$ cat config.mk
export PLATFORM = sky130hd
export DESIGN_NAME = sata_phy_fabric
export DESIGN_NICKNAME = d
export VERILOG_FILES = /design/src/phy_timing_pkg.sv /design/src/phy_word_pkg.sv /design/src/phy_reset_ctrl.sv /design/src/comma_shift_detect.sv /design/src/rx_byte_aligner.sv /design/src/sata_phy_fabric.sv
export SDC_FILE = /design/constraint.sdc
export NUM_CORES = 1
export LEC_CHECK = 0
export BUFFER_PORTS_ARGS = -buffer_cell sky130_fd_sc_hd__buf_2
export CELL_PAD_IN_SITES_DETAIL_PLACEMENT = 1
export CELL_PAD_IN_SITES_GLOBAL_PLACEMENT = 1
export CORE_MARGIN = 4
export CORE_UTILIZATION = 32
export DETAILED_ROUTE_END_ITERATION = 12
export GPL_TIMING_DRIVEN = 0
export PLACE_DENSITY = 0.88
export SLEW_MARGIN = 20
export SYNTH_ARGS = -nofsm -noshare
export SYNTH_HDL_FRONTEND = slang
export SYNTH_SLANG_ARGS = --single-unit
$ cat constraint.sdc
create_clock -name clk -period 2.8 [get_ports clk]
set_input_delay 0.56 -clock clk [delete_from_list [all_inputs] [get_ports clk]]
set_output_delay 0.56 -clock clk [all_outputs]
set_load 0.03 [all_outputs]
$ cat src/phy_timing_pkg.sv
// PHY reset timing
// Cycle counts for the transceiver reset windows, the internal
// reset timer and the transmit recalibration pulse, plus counter widths.

`default_nettype none

package phy_timing_pkg;

    // transmit PMA reset window
    localparam int unsigned TX_PMA_RESET_CYCLES = 1;

    // receive side, in the order the transceiver runs them
    localparam int unsigned RX_PMA_RESET_CYCLES      = 17;
    localparam int unsigned RX_CDR_PH_RESET_CYCLES   = 1;
    localparam int unsigned RX_CDR_FREQ_RESET_CYCLES = 1;
    localparam int unsigned RX_DFE_LPM_RESET_CYCLES  = 15;
    localparam int unsigned RX_ISCAN_RESET_CYCLES    = 1;

    localparam int unsigned RX_EYE_RESET_CYCLES = RX_PMA_RESET_CYCLES
                                                + RX_CDR_PH_RESET_CYCLES
                                                + RX_CDR_FREQ_RESET_CYCLES
                                                + RX_DFE_LPM_RESET_CYCLES
                                                + RX_ISCAN_RESET_CYCLES;

    // internal reset timer stops here
    localparam int unsigned INT_RST_TIMER_LIMIT = 8;

    // partial transmit reset after OOB
    localparam int unsigned TX_PCS_RESET_CYCLES = 8;

    localparam int unsigned RX_EYE_CNT_W  = 7;
    localparam int unsigned TX_PMA_CNT_W  = 3;
    localparam int unsigned INT_RST_CNT_W = 4;
    localparam int unsigned TX_PCS_CNT_W  = 4;

endpackage

`default_nettype wire

$ cat src/phy_word_pkg.sv
// PHY word types
// Geometry of the 4-byte fabric word and the packed structs that
// carry receive lanes, transmit words and link-layer receive words.

`default_nettype none

package phy_word_pkg;

    localparam int unsigned BYTE_W  = 8;
    localparam int unsigned LANES   = 4;
    localparam int unsigned WORD_W  = BYTE_W * LANES;
    localparam int unsigned SHIFT_W = 2;

    // one decoded byte as the transceiver hands it over
    typedef struct packed {
        logic [BYTE_W-1:0] data;
        logic              k;
        logic              comma;
        logic              disp_err;
        logic              not_in_table;
    } rx_lane_t;

    // lane 0 is the first byte on the wire
    typedef struct packed {
        rx_lane_t [LANES-1:0] lane;
    } rx_word_t;

    typedef struct packed {
        logic [WORD_W-1:0] data;
        logic [LANES-1:0]  k;
    } tx_word_t;

    // aligned word toward the link layer
    typedef struct packed {
        logic [WORD_W-1:0] data;
        logic [LANES-1:0]  k;
        logic [LANES-1:0]  err;
    } ll_rx_t;

endpackage

`default_nettype wire

$ cat src/phy_reset_ctrl.sv
// PHY reset controller
// Sequences the transceiver transmit and receive resets, raises the
// user-ready levels, generates the internal PHY reset once the clocks
// are locked and stretches a recalibration request into a TX PCS reset.

`timescale 1ns/1ps
`default_nettype none

module phy_reset_ctrl
(
    input  logic clk,
    input  logic extrst,
    input  logic cpll_lock,
    input  logic usrpll_locked,
    input  logic rx_reset_done,
    input  logic tx_reset_done,
    input  logic tx_pcs_reset_req,
    output logic gtx_rx_reset,
    output logic gtx_tx_reset,
    output logic rx_user_rdy,
    output logic tx_user_rdy,
    output logic gtx_ready,
    output logic phy_rst,
    output logic tx_pcs_reset,
    output logic recal_tx_done
);

    import phy_timing_pkg::*;

    localparam logic [TX_PMA_CNT_W-1:0]  TX_PMA_END  = TX_PMA_CNT_W'(TX_PMA_RESET_CYCLES);
    localparam logic [RX_EYE_CNT_W-1:0]  RX_EYE_END  = RX_EYE_CNT_W'(RX_EYE_RESET_CYCLES);
    localparam logic [INT_RST_CNT_W-1:0] INT_RST_END = INT_RST_CNT_W'(INT_RST_TIMER_LIMIT);
    localparam logic [TX_PCS_CNT_W-1:0]  TX_PCS_END  = TX_PCS_CNT_W'(TX_PCS_RESET_CYCLES);

    logic [TX_PMA_CNT_W-1:0]  tx_pma_cnt;
    logic [RX_EYE_CNT_W-1:0]  rx_eye_cnt;
    logic [INT_RST_CNT_W-1:0] int_rst_timer;
    logic [TX_PCS_CNT_W-1:0]  tx_pcs_cnt;

    logic tx_pma_done;
    logic rx_eye_done;
    logic int_rst_active;
    logic tx_pcs_stop;

    // both transceiver halves held while the channel PLL is unlocked
    assign gtx_tx_reset = extrst | ~cpll_lock;
    assign gtx_rx_reset = extrst | ~cpll_lock;

    assign tx_pma_done = (tx_pma_cnt == TX_PMA_END);
    assign rx_eye_done = (rx_eye_cnt == RX_EYE_END);

    always_ff @(posedge clk or posedge extrst)
    begin
        if (extrst)
            tx_pma_cnt <= '0;
        else if (gtx_tx_reset)
            tx_pma_cnt <= '0;
        else if (!tx_pma_done)
            tx_pma_cnt <= tx_pma_cnt + 1'b1;
    end

    // receive window covers PMA, CDR, DFE and eye-scan resets back to back
    always_ff @(posedge clk or posedge extrst)
    begin
        if (extrst)
            rx_eye_cnt <= '0;
        else if (gtx_rx_reset)
            rx_eye_cnt <= '0;
        else if (!rx_eye_done)
            rx_eye_cnt <= rx_eye_cnt + 1'b1;
    end

    assign tx_user_rdy = tx_pma_done & usrpll_locked & cpll_lock & ~extrst;
    assign rx_user_rdy = rx_eye_done & usrpll_locked & cpll_lock & ~extrst;

    assign gtx_ready = rx_user_rdy & tx_user_rdy & rx_reset_done & tx_reset_done;

    // internal reset timer, restarts whenever a lock is lost
    always_ff @(posedge clk or posedge extrst)
    begin
        if (extrst)
            int_rst_timer <= '0;
        else if (!cpll_lock || !usrpll_locked)
            int_rst_timer <= '0;
        else if (int_rst_timer != INT_RST_END)
            int_rst_timer <= int_rst_timer + 1'b1;
    end

    assign int_rst_active = (int_rst_timer != '0) && (int_rst_timer < INT_RST_END);

    always_ff @(posedge clk or posedge extrst)
    begin
        if (extrst)
            phy_rst <= 1'b0;
        else
            phy_rst <= int_rst_active;
    end

    // recalibration stretch
    assign tx_pcs_stop = (tx_pcs_cnt == TX_PCS_END);

    always_ff @(posedge clk or posedge extrst)
    begin
        if (extrst)
            tx_pcs_cnt <= '0;
        else if (phy_rst || !tx_pcs_reset_req)
            tx_pcs_cnt <= '0;
        else if (!tx_pcs_stop)
            tx_pcs_cnt <= tx_pcs_cnt + 1'b1;
    end

    assign tx_pcs_reset  = tx_pcs_reset_req & ~tx_pcs_stop & ~extrst;
    assign recal_tx_done = tx_pcs_stop & gtx_ready;

endmodule

`default_nettype wire

$ cat src/comma_shift_detect.sv
// Comma shift detector
// Watches the per-lane comma flags of the raw receive word and keeps
// the byte shift that moves the latest comma into lane 0.

`timescale 1ns/1ps
`default_nettype none

module comma_shift_detect
(
    input  logic                             clk,
    input  logic                             extrst,
    input  logic                             phy_rst,
    input  logic [phy_word_pkg::LANES-1:0]   comma,
    output logic [phy_word_pkg::SHIFT_W-1:0] shift
);

    logic two_byte_shift;
    logic one_byte_shift;

    // upper half of the word means a shift of two bytes
    always_ff @(posedge clk or posedge extrst)
    begin
        if (extrst)
            two_byte_shift <= 1'b0;
        else if (phy_rst)
            two_byte_shift <= 1'b0;
        else if (comma[2] || comma[3])
            two_byte_shift <= 1'b1;
        else if (comma[0] || comma[1])
            two_byte_shift <= 1'b0;
    end

    // odd lanes need the extra single byte
    always_ff @(posedge clk or posedge extrst)
    begin
        if (extrst)
            one_byte_shift <= 1'b0;
        else if (phy_rst)
            one_byte_shift <= 1'b0;
        else if (comma[1] || comma[3])
            one_byte_shift <= 1'b1;
        else if (comma[0] || comma[2])
            one_byte_shift <= 1'b0;
    end

    // no comma in the word keeps the old alignment
    assign shift = {two_byte_shift, one_byte_shift};

endmodule

`default_nettype wire

$ cat src/rx_byte_aligner.sv
// Receive byte aligner
// Keeps the previous raw word and selects four consecutive bytes from
// the previous and current words by the comma shift, then packs data,
// K flags and byte error flags for the link layer.

`timescale 1ns/1ps
`default_nettype none

module rx_byte_aligner
(
    input  logic                             clk,
    input  logic                             extrst,
    input  phy_word_pkg::rx_word_t           gtx_rx,
    input  logic [phy_word_pkg::SHIFT_W-1:0] shift,
    output phy_word_pkg::ll_rx_t             ll_rx
);

    import phy_word_pkg::*;

    rx_word_t                 prev_word;
    rx_lane_t [2*LANES-1:0]   window;
    rx_lane_t [LANES-1:0]     picked;

    always_ff @(posedge clk or posedge extrst)
    begin
        if (extrst)
            prev_word <= '0;
        else
            prev_word <= gtx_rx;
    end

    // previous word in lanes 0..3, current word in lanes 4..7
    assign window = {gtx_rx.lane, prev_word.lane};

    always_comb
    begin
        for (int i = 0; i < LANES; i++)
        begin
            picked[i] = window[i + int'(shift)];
        end
    end

    always_comb
    begin
        for (int i = 0; i < LANES; i++)
        begin
            ll_rx.data[i*BYTE_W +: BYTE_W] = picked[i].data;
            ll_rx.k[i]                     = picked[i].k;
            // either decoder error marks the byte bad
            ll_rx.err[i]                   = picked[i].disp_err | picked[i].not_in_table;
        end
    end

endmodule

`default_nettype wire

$ cat src/sata_phy_fabric.sv
// SATA device PHY, fabric side
// Reset and ready sequencing for the serial transceiver, transmit
// stream selection between OOB and link layer, and receive word
// alignment on commas.

`timescale 1ns/1ps
`default_nettype none

module sata_phy_fabric
(
    input  logic                   clk,
    input  logic                   extrst,
    input  logic                   cpll_lock,
    input  logic                   usrpll_locked,
    input  logic                   rx_reset_done,
    input  logic                   tx_reset_done,
    input  logic                   link_up,
    input  logic                   tx_pcs_reset_req,
    input  phy_word_pkg::rx_word_t gtx_rx,
    input  phy_word_pkg::tx_word_t oob_tx,
    input  phy_word_pkg::tx_word_t ll_tx,
    output phy_word_pkg::tx_word_t gtx_tx,
    output phy_word_pkg::ll_rx_t   ll_rx,
    output logic                   gtx_rx_reset,
    output logic                   gtx_tx_reset,
    output logic                   rx_user_rdy,
    output logic                   tx_user_rdy,
    output logic                   gtx_ready,
    output logic                   phy_rst,
    output logic                   tx_pcs_reset,
    output logic                   recal_tx_done
);

    import phy_word_pkg::*;

    logic [LANES-1:0]   rx_comma;
    logic [SHIFT_W-1:0] rx_shift;

    // link layer owns the line once OOB is through
    assign gtx_tx = link_up ? ll_tx : oob_tx;

    always_comb
    begin
        for (int i = 0; i < LANES; i++)
        begin
            rx_comma[i] = gtx_rx.lane[i].comma;
        end
    end

    phy_reset_ctrl u_reset_ctrl
    (
        .clk              (clk),
        .extrst           (extrst),
        .cpll_lock        (cpll_lock),
        .usrpll_locked    (usrpll_locked),
        .rx_reset_done    (rx_reset_done),
        .tx_reset_done    (tx_reset_done),
        .tx_pcs_reset_req (tx_pcs_reset_req),
        .gtx_rx_reset     (gtx_rx_reset),
        .gtx_tx_reset     (gtx_tx_reset),
        .rx_user_rdy      (rx_user_rdy),
        .tx_user_rdy      (tx_user_rdy),
        .gtx_ready        (gtx_ready),
        .phy_rst          (phy_rst),
        .tx_pcs_reset     (tx_pcs_reset),
        .recal_tx_done    (recal_tx_done)
    );

    comma_shift_detect u_comma_detect
    (
        .clk     (clk),
        .extrst  (extrst),
        .phy_rst (phy_rst),
        .comma   (rx_comma),
        .shift   (rx_shift)
    );

    rx_byte_aligner u_aligner
    (
        .clk    (clk),
        .extrst (extrst),
        .gtx_rx (gtx_rx),
        .shift  (rx_shift),
        .ll_rx  (ll_rx)
    );

endmodule

`default_nettype wire

Word-level counts from Yosys, hierarchy flattened
Cells that the tools add are included.
{"block": "totals", "output_inout_bits": 84, "input_bits": 128, "ff_bits": 69, "elab_cells": 106}
{"block": "classes", "eq_ne": 7, "n_lt_le_gt_ge": 5, "mux": 26, "addsub": 7, "bitwise": 20, "n_reduce_logical": 14}
{"operator": "$bmux W12 S3", "n": 3}
{"operator": "$lt A32 B5 Y1 const B", "n": 3}
{"operator": "$mux W12", "n": 7}
{"operator": "$mux W36", "n": 1}
{"operator": "$bmux W12 S2", "n": 1}
{"operator": "$mux W4", "n": 4}
{"operator": "$mux W7", "n": 2}
{"operator": "$and A1 B1 Y1", "n": 12}
{"operator": "$add A4 B1 Y4 const B", "n": 2}
{"operator": "$add A7 B1 Y7 const B", "n": 1}
{"operator": "$eq A7 B6 Y1 const B", "n": 1}
{"operator": "$add A2 B2 Y3 const A", "n": 2}
{"operator": "$logic_or A1 B1 Y1", "n": 6}
{"operator": "$mux W1", "n": 6}
{"operator": "$mux W3", "n": 2}
{"operator": "$ne A2 B2 Y1 const B", "n": 3}
{"operator": "$reduce_bool A3 Y1", "n": 2}
{"operator": "$or A1 B1 Y1", "n": 5}
{"operator": "$eq A4 B4 Y1 const B", "n": 1}
{"operator": "$lt A2 B4 Y1 const B", "n": 1}
{"operator": "$lt A4 B4 Y1 const B", "n": 1}
{"operator": "$ne A4 B4 Y1 const B", "n": 1}
{"operator": "$reduce_bool A4 Y1", "n": 1}
{"operator": "$add A1 B2 Y3 const A", "n": 1}
{"operator": "other kinds (6)", "n": 10}

Depth between registers and ports, before layout
Gate-level depths: netlist of the first run.
{"block": "depth", "depth_word": 8, "depth_mapped": 7, "mapped_depth_nobuf": 5}

Hierarchy
A second synthesis of the first run with hierarchy kept.
{"block": "hier_totals", "hier_cells": 314, "hier_area_um2": 4324.1}
{"mod": "rx_byte_aligner", "area_each_um2": 2587.5, "cells_each": 156, "n_inst": 1, "seq_area_each_um2": 1101.1}
{"mod": "phy_reset_ctrl", "area_each_um2": 1043.5, "cells_each": 107, "n_inst": 1, "seq_area_each_um2": 475.5}
{"mod": "sata_phy_fabric", "area_each_um2": 589.3, "cells_each": 40, "n_inst": 1, "seq_area_each_um2": 0.0}
{"mod": "comma_shift_detect", "area_each_um2": 103.8, "cells_each": 11, "n_inst": 1, "seq_area_each_um2": 50.0}

Worst setup path before layout of the first run
No wires, ideal clock.
{"block": "synth_path", "path_type": "input to output", "startpoint": "in extrst", "endpoint": "out tx_pcs_reset", "stages": 2, "path_buffers": 0, "t_required_ns": 2.240, "t_arrival_ns": 2.451, "setup_slack_ns": -0.211, "path_cell_list": "inv_1 and3_1"}
{"block": "synth_via", "elab_chain_cells": 2}
{"element": "from (decl)", "line": "sata_phy_fabric.sv:12", "text": "input logic extrst,"}
{"element": "$not A1 Y1", "line": "phy_reset_ctrl.sv:112", "text": "assign tx_pcs_reset = tx_pcs_reset_req & ~tx_pcs_stop & ~extrst;"}
{"element": "$and A1 B1 Y1", "line": "phy_reset_ctrl.sv:112"}
{"element": "to (decl)", "line": "sata_phy_fabric.sv:30", "text": "output logic tx_pcs_reset,"}
Every way passes these cells.

==> flow_summary.ini, run 1 <==
[die]
core_mm2 = 0.0129
num_rows = 41
initial_core_util_pct = 33.2
die_w_um = 124
die_area_mm2 = 0.0153
io-pin-count = 212
die_h_um = 124

[detailed_routing]
vias_per_cell = 5.01
ant_nets = 0
route.detailed.drc = 0
first_pass_iters = 4
drtIter0Drc = 222
wl_per_cell_um = 21.6
vias = 3606
routed_wl_um = 15600

[global_routing]
met2_usage_pct = 34.7
grt_pass1_vias = 4078
grt_use_met1_pct = 25.2
grt_pass1_wl_um = 22800
grtUsageMet3_pct = 5.59
busiest_layer = met2
grt_max_degree = 36
globalRouteTotalUtil_pct = 20.0
grt.overflow.total = 0
antenna_found_initial = 3

[sta]
fmax_ghz = 0.369
hold_ws_ns = 0.355
setup_viol_count_final = 0
hold_viol_final = 0
slew_headroom_pct = 50.4
rsz0062_at_grt = false
setup_tns_ns = 0
worstMarginPinSlew_ns = 0.742
fin_crit_sh_pct = 96.8
finalCriticalPeriod_ns = 2.71
maxSlewViolCount = 0
clock_skew_ns = 0.00109
worst_slack_ns = 0.0895

[synthesis]
syn_area_per_cell_um2 = 13.7
synth-compound-area-share_pct = 3.28
syn_area_mm2 = 0.00428
ys_types = 34
syn_inst = 313
synth_seq_cells = 65
synth_top_family_by_area = multiplexers
yosysSeqAreaShare_pct = 38.0
synthAdderAreaFrac_pct = 2.63
synth_mux_area_share_pct = 43.1
ys_warn_count = 0
syn-num-nets = 450
synthXorXnorAreaFrac_pct = 1.64
synthSimpleGateAreaFrac_pct = 6.96

[finish]
layout_commonest_cell = buf_2
area_growth_pct = 42.0
multi_input_area_mm2 = 0.00249
instances_no_fill = 720
stdcell_area_mm2 = 0.00607
layout_common_cells = buf_2, dfrtp_1, mux4_2
seqCellArea_mm2 = 0.00163
final_util_pct = 47.2
layout.nets = 679
nFillCells = 1417
drive_gt1_share_pct = 67.1

[critical_path]
cp.required_ns = 2.24
cp_max_fo = 10
critPathArrivalTime_ns = 2.15
endpoint_kind = output port
crit_path_start_kind = register
worstSetupPathType = register to output port

[place]
io_buffers = 210
place.gp.congestion = 0.744
dp.final_hpwl_um = 12500
dpl.cell_count = 696
postPlaceCellArea_mm2 = 0.00557
place_ws_ns = -0.664

[power]
power.leakage_nw = 2.90
peakVddDrop_uv = 348
finalPower_mw = 3.58
power_density_mw_per_mm2 = 589

[clocking]
insertion_delay_ns = 0.32
cts_tree = built
clk_transition_reported_paths_ns = 0.05
htreeDepth = 3
root_buffer = clkbuf_16
cts_buffers = 9
cts_hold_buf = 0
cts_buffer_depth = 2
cts.sinks = 65

[outcome]
status = complete, no violations

[flow_run]
cap_violations = 0

[min_path]
hold_path_class = input pin to register
## path summary, 6_finish.rpt
path	startpoint	endpoint	slack, ns	depth (start not counted)
worst max-delay path	u_comma_detect.one_byte_shift$_DFFE_PP0P_	ll_rx[7]	0.09	6
worst min-delay path	gtx_rx[37]	u_aligner.prev_word[37]$_DFF_PP0_	0.36	1
worst max register to register	u_comma_detect.one_byte_shift$_DFFE_PP0P_	u_comma_detect.one_byte_shift$_DFFE_PP0P_	1.31	6
worst min register to register	u_reset_ctrl.int_rst_timer[3]$_DFFE_PP0P_	u_reset_ctrl.phy_rst$_DFF_PP0_	0.51	1
max in group asynchronous	extrst	u_aligner.prev_word[17]$_DFF_PP0_	1.80	3
min in group asynchronous	extrst	u_reset_ctrl.rx_eye_cnt[6]$_DFFE_PP0P_	0.37	2
## flip-flops by register name (all words and copies together) (netlist names)
| name | cells |
|---|---|
| u_aligner.prev_word | 44 |
| u_reset_ctrl.int_rst_timer | 4 |
| u_reset_ctrl.rx_eye_cnt | 7 |
| u_comma_detect.one_byte_shift | 1 |
| u_reset_ctrl.phy_rst | 1 |
| u_reset_ctrl.tx_pcs_cnt | 4 |
| u_comma_detect.two_byte_shift | 1 |
| u_reset_ctrl.tx_pma_cnt | 3 |
## kinds of logic (layout without fill, tap and decap cells)
family,Yosys count,after routing
AO/OA/AOI/OAI,24,24
adder cells (fa/ha/maj),9,9
buffers and inverters,34,268
multiplexers,114,114
XOR/XNOR,8,8
flip-flops,65,65
AND/OR/NAND/NOR,59,59
other,0,1
## synthesized netlist by cell type (all sizes together)
library cell | instances | area (µm²)
nor3 | 7 | 35.0
nand3b | 2 | 15.0
nor4 | 1 | 6.26
or3 | 3 | 18.8
nor2b | 2 | 12.5
mux4 | 38 | 856
o21ai | 5 | 25.0
a211oi | 5 | 37.5
buf | 17 | 121
a21boi | 1 | 7.51
nor3b | 3 | 22.5
nand2 | 5 | 18.8
clkbuf | 4 | 16.3
or4b | 1 | 10.0
nor4b | 1 | 8.76
nand2b | 4 | 25.0
xnor2 | 3 | 26.3
nand3 | 6 | 30.0
a21o | 1 | 7.51
o211ai | 1 | 7.51
mux2 | 73 | 957
inv | 13 | 48.8
a21oi | 11 | 55.1
ha | 9 | 113
mux2i | 3 | 30.0
and3 | 2 | 12.5
dfrtp | 65 | 1630
nor2 | 22 | 82.6
xor2 | 5 | 43.8
## per-layer routing
layer | vias to the layer above | part of all wire, %
met2 | 111 | 54
met1 | 1825 | 39
met5 | - | 0.30
li1 | 1644 | -
met3 | 20 | 6.2
met4 | 6 | 0.60
## timing repair
action                                  4_1_cts  5_1_grt
gates cloned                                  1        0
endpoints found under the setup margin       20       20
setup buffers                                 8        1
pin swaps                                     1        1
resized for setup                            28        4
## area by class of cell
class                   count  share of cell area, %
clock inverters             5                  0.907
clock buffers              11                   4.00
repair buffers            221                   20.0
well taps                 172                   3.54
plain buffers              18                   2.95
multi-input cells         214                   40.9
inverters                  13                  0.865
flip-flops and latches     65                   26.8
diodes                      1                 0.0412
## power breakdown
part | internal, mW | switching, mW | total, mW
clock | 0.710 | 0.412 | 1.12
sequential | 0.985 | 0.0341 | 1.02
combinational | 0.648 | 0.790 | 1.44
total | 2.34 | 1.24 | 3.58
## worst max-delay path, cell delays in order, from the launching register on
cell and delay [ns]:
dfrtp_1 0.41, buf_12 0.14, buf_12 0.12, buf_6 0.16, mux2_4 0.31, mux4_2 0.50, buf_4 0.19
Power figures use the tool's default switching activity.
==> run 2: changes to the inputs <==
Settings changed: CORE_ASPECT_RATIO from default to 2, SYNTH_HIERARCHICAL from default to 1.
Clock period 2.8 ns to 2.4 ns, I/O delays scaled along.
==> run 2 against run 1 <==
Against the previous run:
- the flow now finishes with violations (negative setup slack)
- worst hold slack worse by 0.33 ns
- first-iteration DRC count is 52% lower
- total power increased by 25%
- worst setup slack worse by 0.43 ns
- non-clock buffer count up 16
- sequential power grew 17%
- design area grew 8.6%
- sequential share of layout area decreased by 2.1 points
- die area up 1.8%
- critical endpoint is now ll_rx[34]
- largest cell class unchanged
==> flow_summary.ini, run 2 <==
[global_routing]
antenna_found_initial = 7
grt_pass1_wl_um = 25600
grt_max_degree = 29
grt_pass1_vias = 4315
grt.overflow.total = 0
globalRouteTotalUtil_pct = 22.0

[detailed_routing]
ant_nets = 0
vias = 3777
drtIter0Drc = 107
first_pass_iters = 4
routed_wl_um = 17200
wl_per_cell_um = 24.0
vias_per_cell = 5.27
route.detailed.drc = 0

[die]
initial_core_util_pct = 32.9
io-pin-count = 212
core_mm2 = 0.0131
die_w_um = 90.2
die_area_mm2 = 0.0155
die_h_um = 172
num_rows = 59

[finish]
area_growth_pct = 52.5
layout.nets = 695
top_register = u_aligner/prev_word
drive_gt1_share_pct = 70.3
nFillCells = 1399
instances_no_fill = 717
layout_commonest_cell = buf_2
largest_register_ffs = 44
layout_common_cells = buf_2, dfrtp_1, mux2_2
largestRegisters = u_aligner/prev_word (44), u_reset_ctrl/rx_eye_cnt (7)

[synthesis]
yosys.area.top_type_share_pct = 37.6
yosysSeqAreaShare_pct = 37.6
synth_seq_cells = 65
async_reset_ff_share_pct = 100
ys_warn_count = 6
ys_types = 41
ys_top_cells_by_area = dfrtp_1, mux4_2, mux2_2
post-synth-top-count-cell = dfrtp_1
yosysTopAreaCell = dfrtp_1
yosys_most_used_dff = dfrtp_1
netlist_top_cells_count = dfrtp_1, mux2_2, mux4_2, mux2_4, nor2_1
syn-num-nets = 451
syn_area_mm2 = 0.00432
syn_area_per_cell_um2 = 13.8
synth_edf_count = 0
syn_inst = 314

[sta]
setup_viol_count_final = 35
worst_slack_ns = -0.345
rsz0062_at_grt = true
fin_crit_sh_pct = 114
maxSlewViolCount = 0
hold_viol_final = 0
fmax_ghz = 0.364
clock_skew_ns = 0.00550
slew_headroom_pct = 45.2
setup_tns_ns = -6.35
hold_ws_ns = 0.0293
worstMarginPinSlew_ns = 0.820
finalCriticalPeriod_ns = 2.74

[clocking]
cts_tree = built
htreeDepth = 3
clk_transition_reported_paths_ns = 0.06
insertion_delay_ns = 0.33
cts_hold_buf = 0
cts_buffer_depth = 2
cts_buffers = 9
root_buffer = clkbuf_16
cts.sinks = 65

[critical_path]
cp_max_fo = 5
r2r-start = u_reset_ctrl/rx_eye_cnt[0]$_DFFE_PP0P_
endpoint_kind = output port
critPathArrivalTime_ns = 2.26
slowest_delay_ns = 0.51
crit_top_cell = buf_12
worstSetupPathType = register to output port
timing.rr.end = u_reset_ctrl/rx_eye_cnt[1]$_DFFE_PP0P_
crit_path_start_kind = register
worstPathCellList = buf_6 > buf_12 > buf_12 > inv_8 > ha_4 > buf_12 > buf_12 > mux4_2 > buf_6
crit_slowest_cell = mux4_2
cp.required_ns = 1.92
reg2reg_depth = 5
r2r_setup_slack_ns = 0.99

[outcome]
violations = negative setup slack
status = complete, but fails checks

[place]
dpl.cell_count = 677
dp.final_hpwl_um = 12900
io_buffers = 210
place.gp.congestion = 0.850
place_ws_ns = -0.588

[power]
power.leakage_nw = 3.14
power_density_mw_per_mm2 = 680
peakVddDrop_uv = 536
finalPower_mw = 4.48

[flow_run]
cap_violations = 0

[min_path]
hold_path_class = input pin to asynchronous set/reset pin
==> run 2: changes by cell type in the layout (fill, tap and decap cells not counted), moves of 5 or more <==
cell and delta:
buf_12 +11, nor2_1 -6, buf_4 +13, buf_2 -31
mux2_2 +5, mux2_4 -5, buf_6 +19
==> run 2: power breakdown <==
group	switching, mW	internal (mW)	total, mW
clock network	0.501	0.829	1.33
registers	0.0415	1.15	1.19
logic	0.991	0.971	1.96
==> run 2: kinds of logic (layout without fill, tap and decap cells) <==
| logic type | Yosys count | in the layout | share of synthesized area [%] |
|---|---|---|---|
| mux | 113 | 113 | 41.9 |
| flops | 65 | 65 | 37.6 |
| simple gates | 62 | 62 | 7.93 |
| buf+inv | 35 | 284 | 5.44 |
| compound gates | 22 | 22 | 2.92 |
| fa+ha+maj | 9 | 9 | 2.60 |
| xor+xnor | 8 | 8 | 1.62 |
| other cells | 0 | 2 | 0 |
==> run 2: worst max-delay path by stage <==
stage | start | endpoint | slack (ns)
after floorplan | u_comma_detect/one_byte_shift$_DFFE_PP0P_ | ll_rx[23] | 0.003
after global placement | u_comma_detect/one_byte_shift$_DFFE_PP0P_ | ll_rx[1] | -0.53
after detailed placement | u_comma_detect/one_byte_shift$_DFFE_PP0P_ | ll_rx[21] | -0.59
after CTS | u_comma_detect/one_byte_shift$_DFFE_PP0P_ | ll_rx[38] | -0.36
after global routing | u_comma_detect/one_byte_shift$_DFFE_PP0P_ | ll_rx[23] | -0.41
final | u_comma_detect/one_byte_shift$_DFFE_PP0P_ | ll_rx[34] | -0.34
==> run 2: area by class of cell <==
| cell class | instances | area, µm² | area share [%] |
|---|---|---|---|
| clock buffer | 11 | 243 | 3.68 |
| inverter | 13 | 56.3 | 0.854 |
| buffer | 20 | 317 | 4.80 |
| multi-input combinational | 214 | 2540 | 38.5 |
| clock inverter | 5 | 55.1 | 0.835 |
| timing repair buffer | 235 | 1570 | 23.7 |
| sequential | 65 | 1630 | 24.7 |
| tap | 152 | 190 | 2.88 |
| antenna | 2 | 5.00 | 0.0759 |
==> run 2: per-layer routing <==
| metal | wire length [µm] | share of wire [%] | track usage, % | vias to the layer above |
|---|---|---|---|---|
| met5 | 82 | 0.48 | 0 | - |
| met4 | 323 | 1.9 | 7.14 | 10 |
| met3 | 1270 | 7.4 | 6.70 | 25 |
| met2 | 9900 | 58 | 45.0 | 195 |
| met1 | 5620 | 33 | 20.3 | 1873 |
| li1 | - | - | - | 1674 |
==> run 2: timing repair <==
| item | in CTS | in global routing |
|---|---|---|
| pin swaps | 2 | 3 |
| setup endpoints to repair | 37 | 39 |
| gates resized for setup | 101 | 22 |
| cloned | 3 | 1 |
| setup buffers | 15 | 5 |
==> run 2: critical path, delay by kind of cell (launching register included) <==
family | cells | cell delay, ns
buffers and inverters | 7 | 0.75
multiplexers | 1 | 0.51
flip-flops | 1 | 0.37
adder cells (fa/ha/maj) | 1 | 0.30
==> run 2: stage by stage <==
step	cell area, µm²	util [%]
floorplan	4340	-
global placement	5580	42.5
detailed placement	5600	42.6
CTS	6450	49.1
global route	6600	50.2
finish	6600	50.2
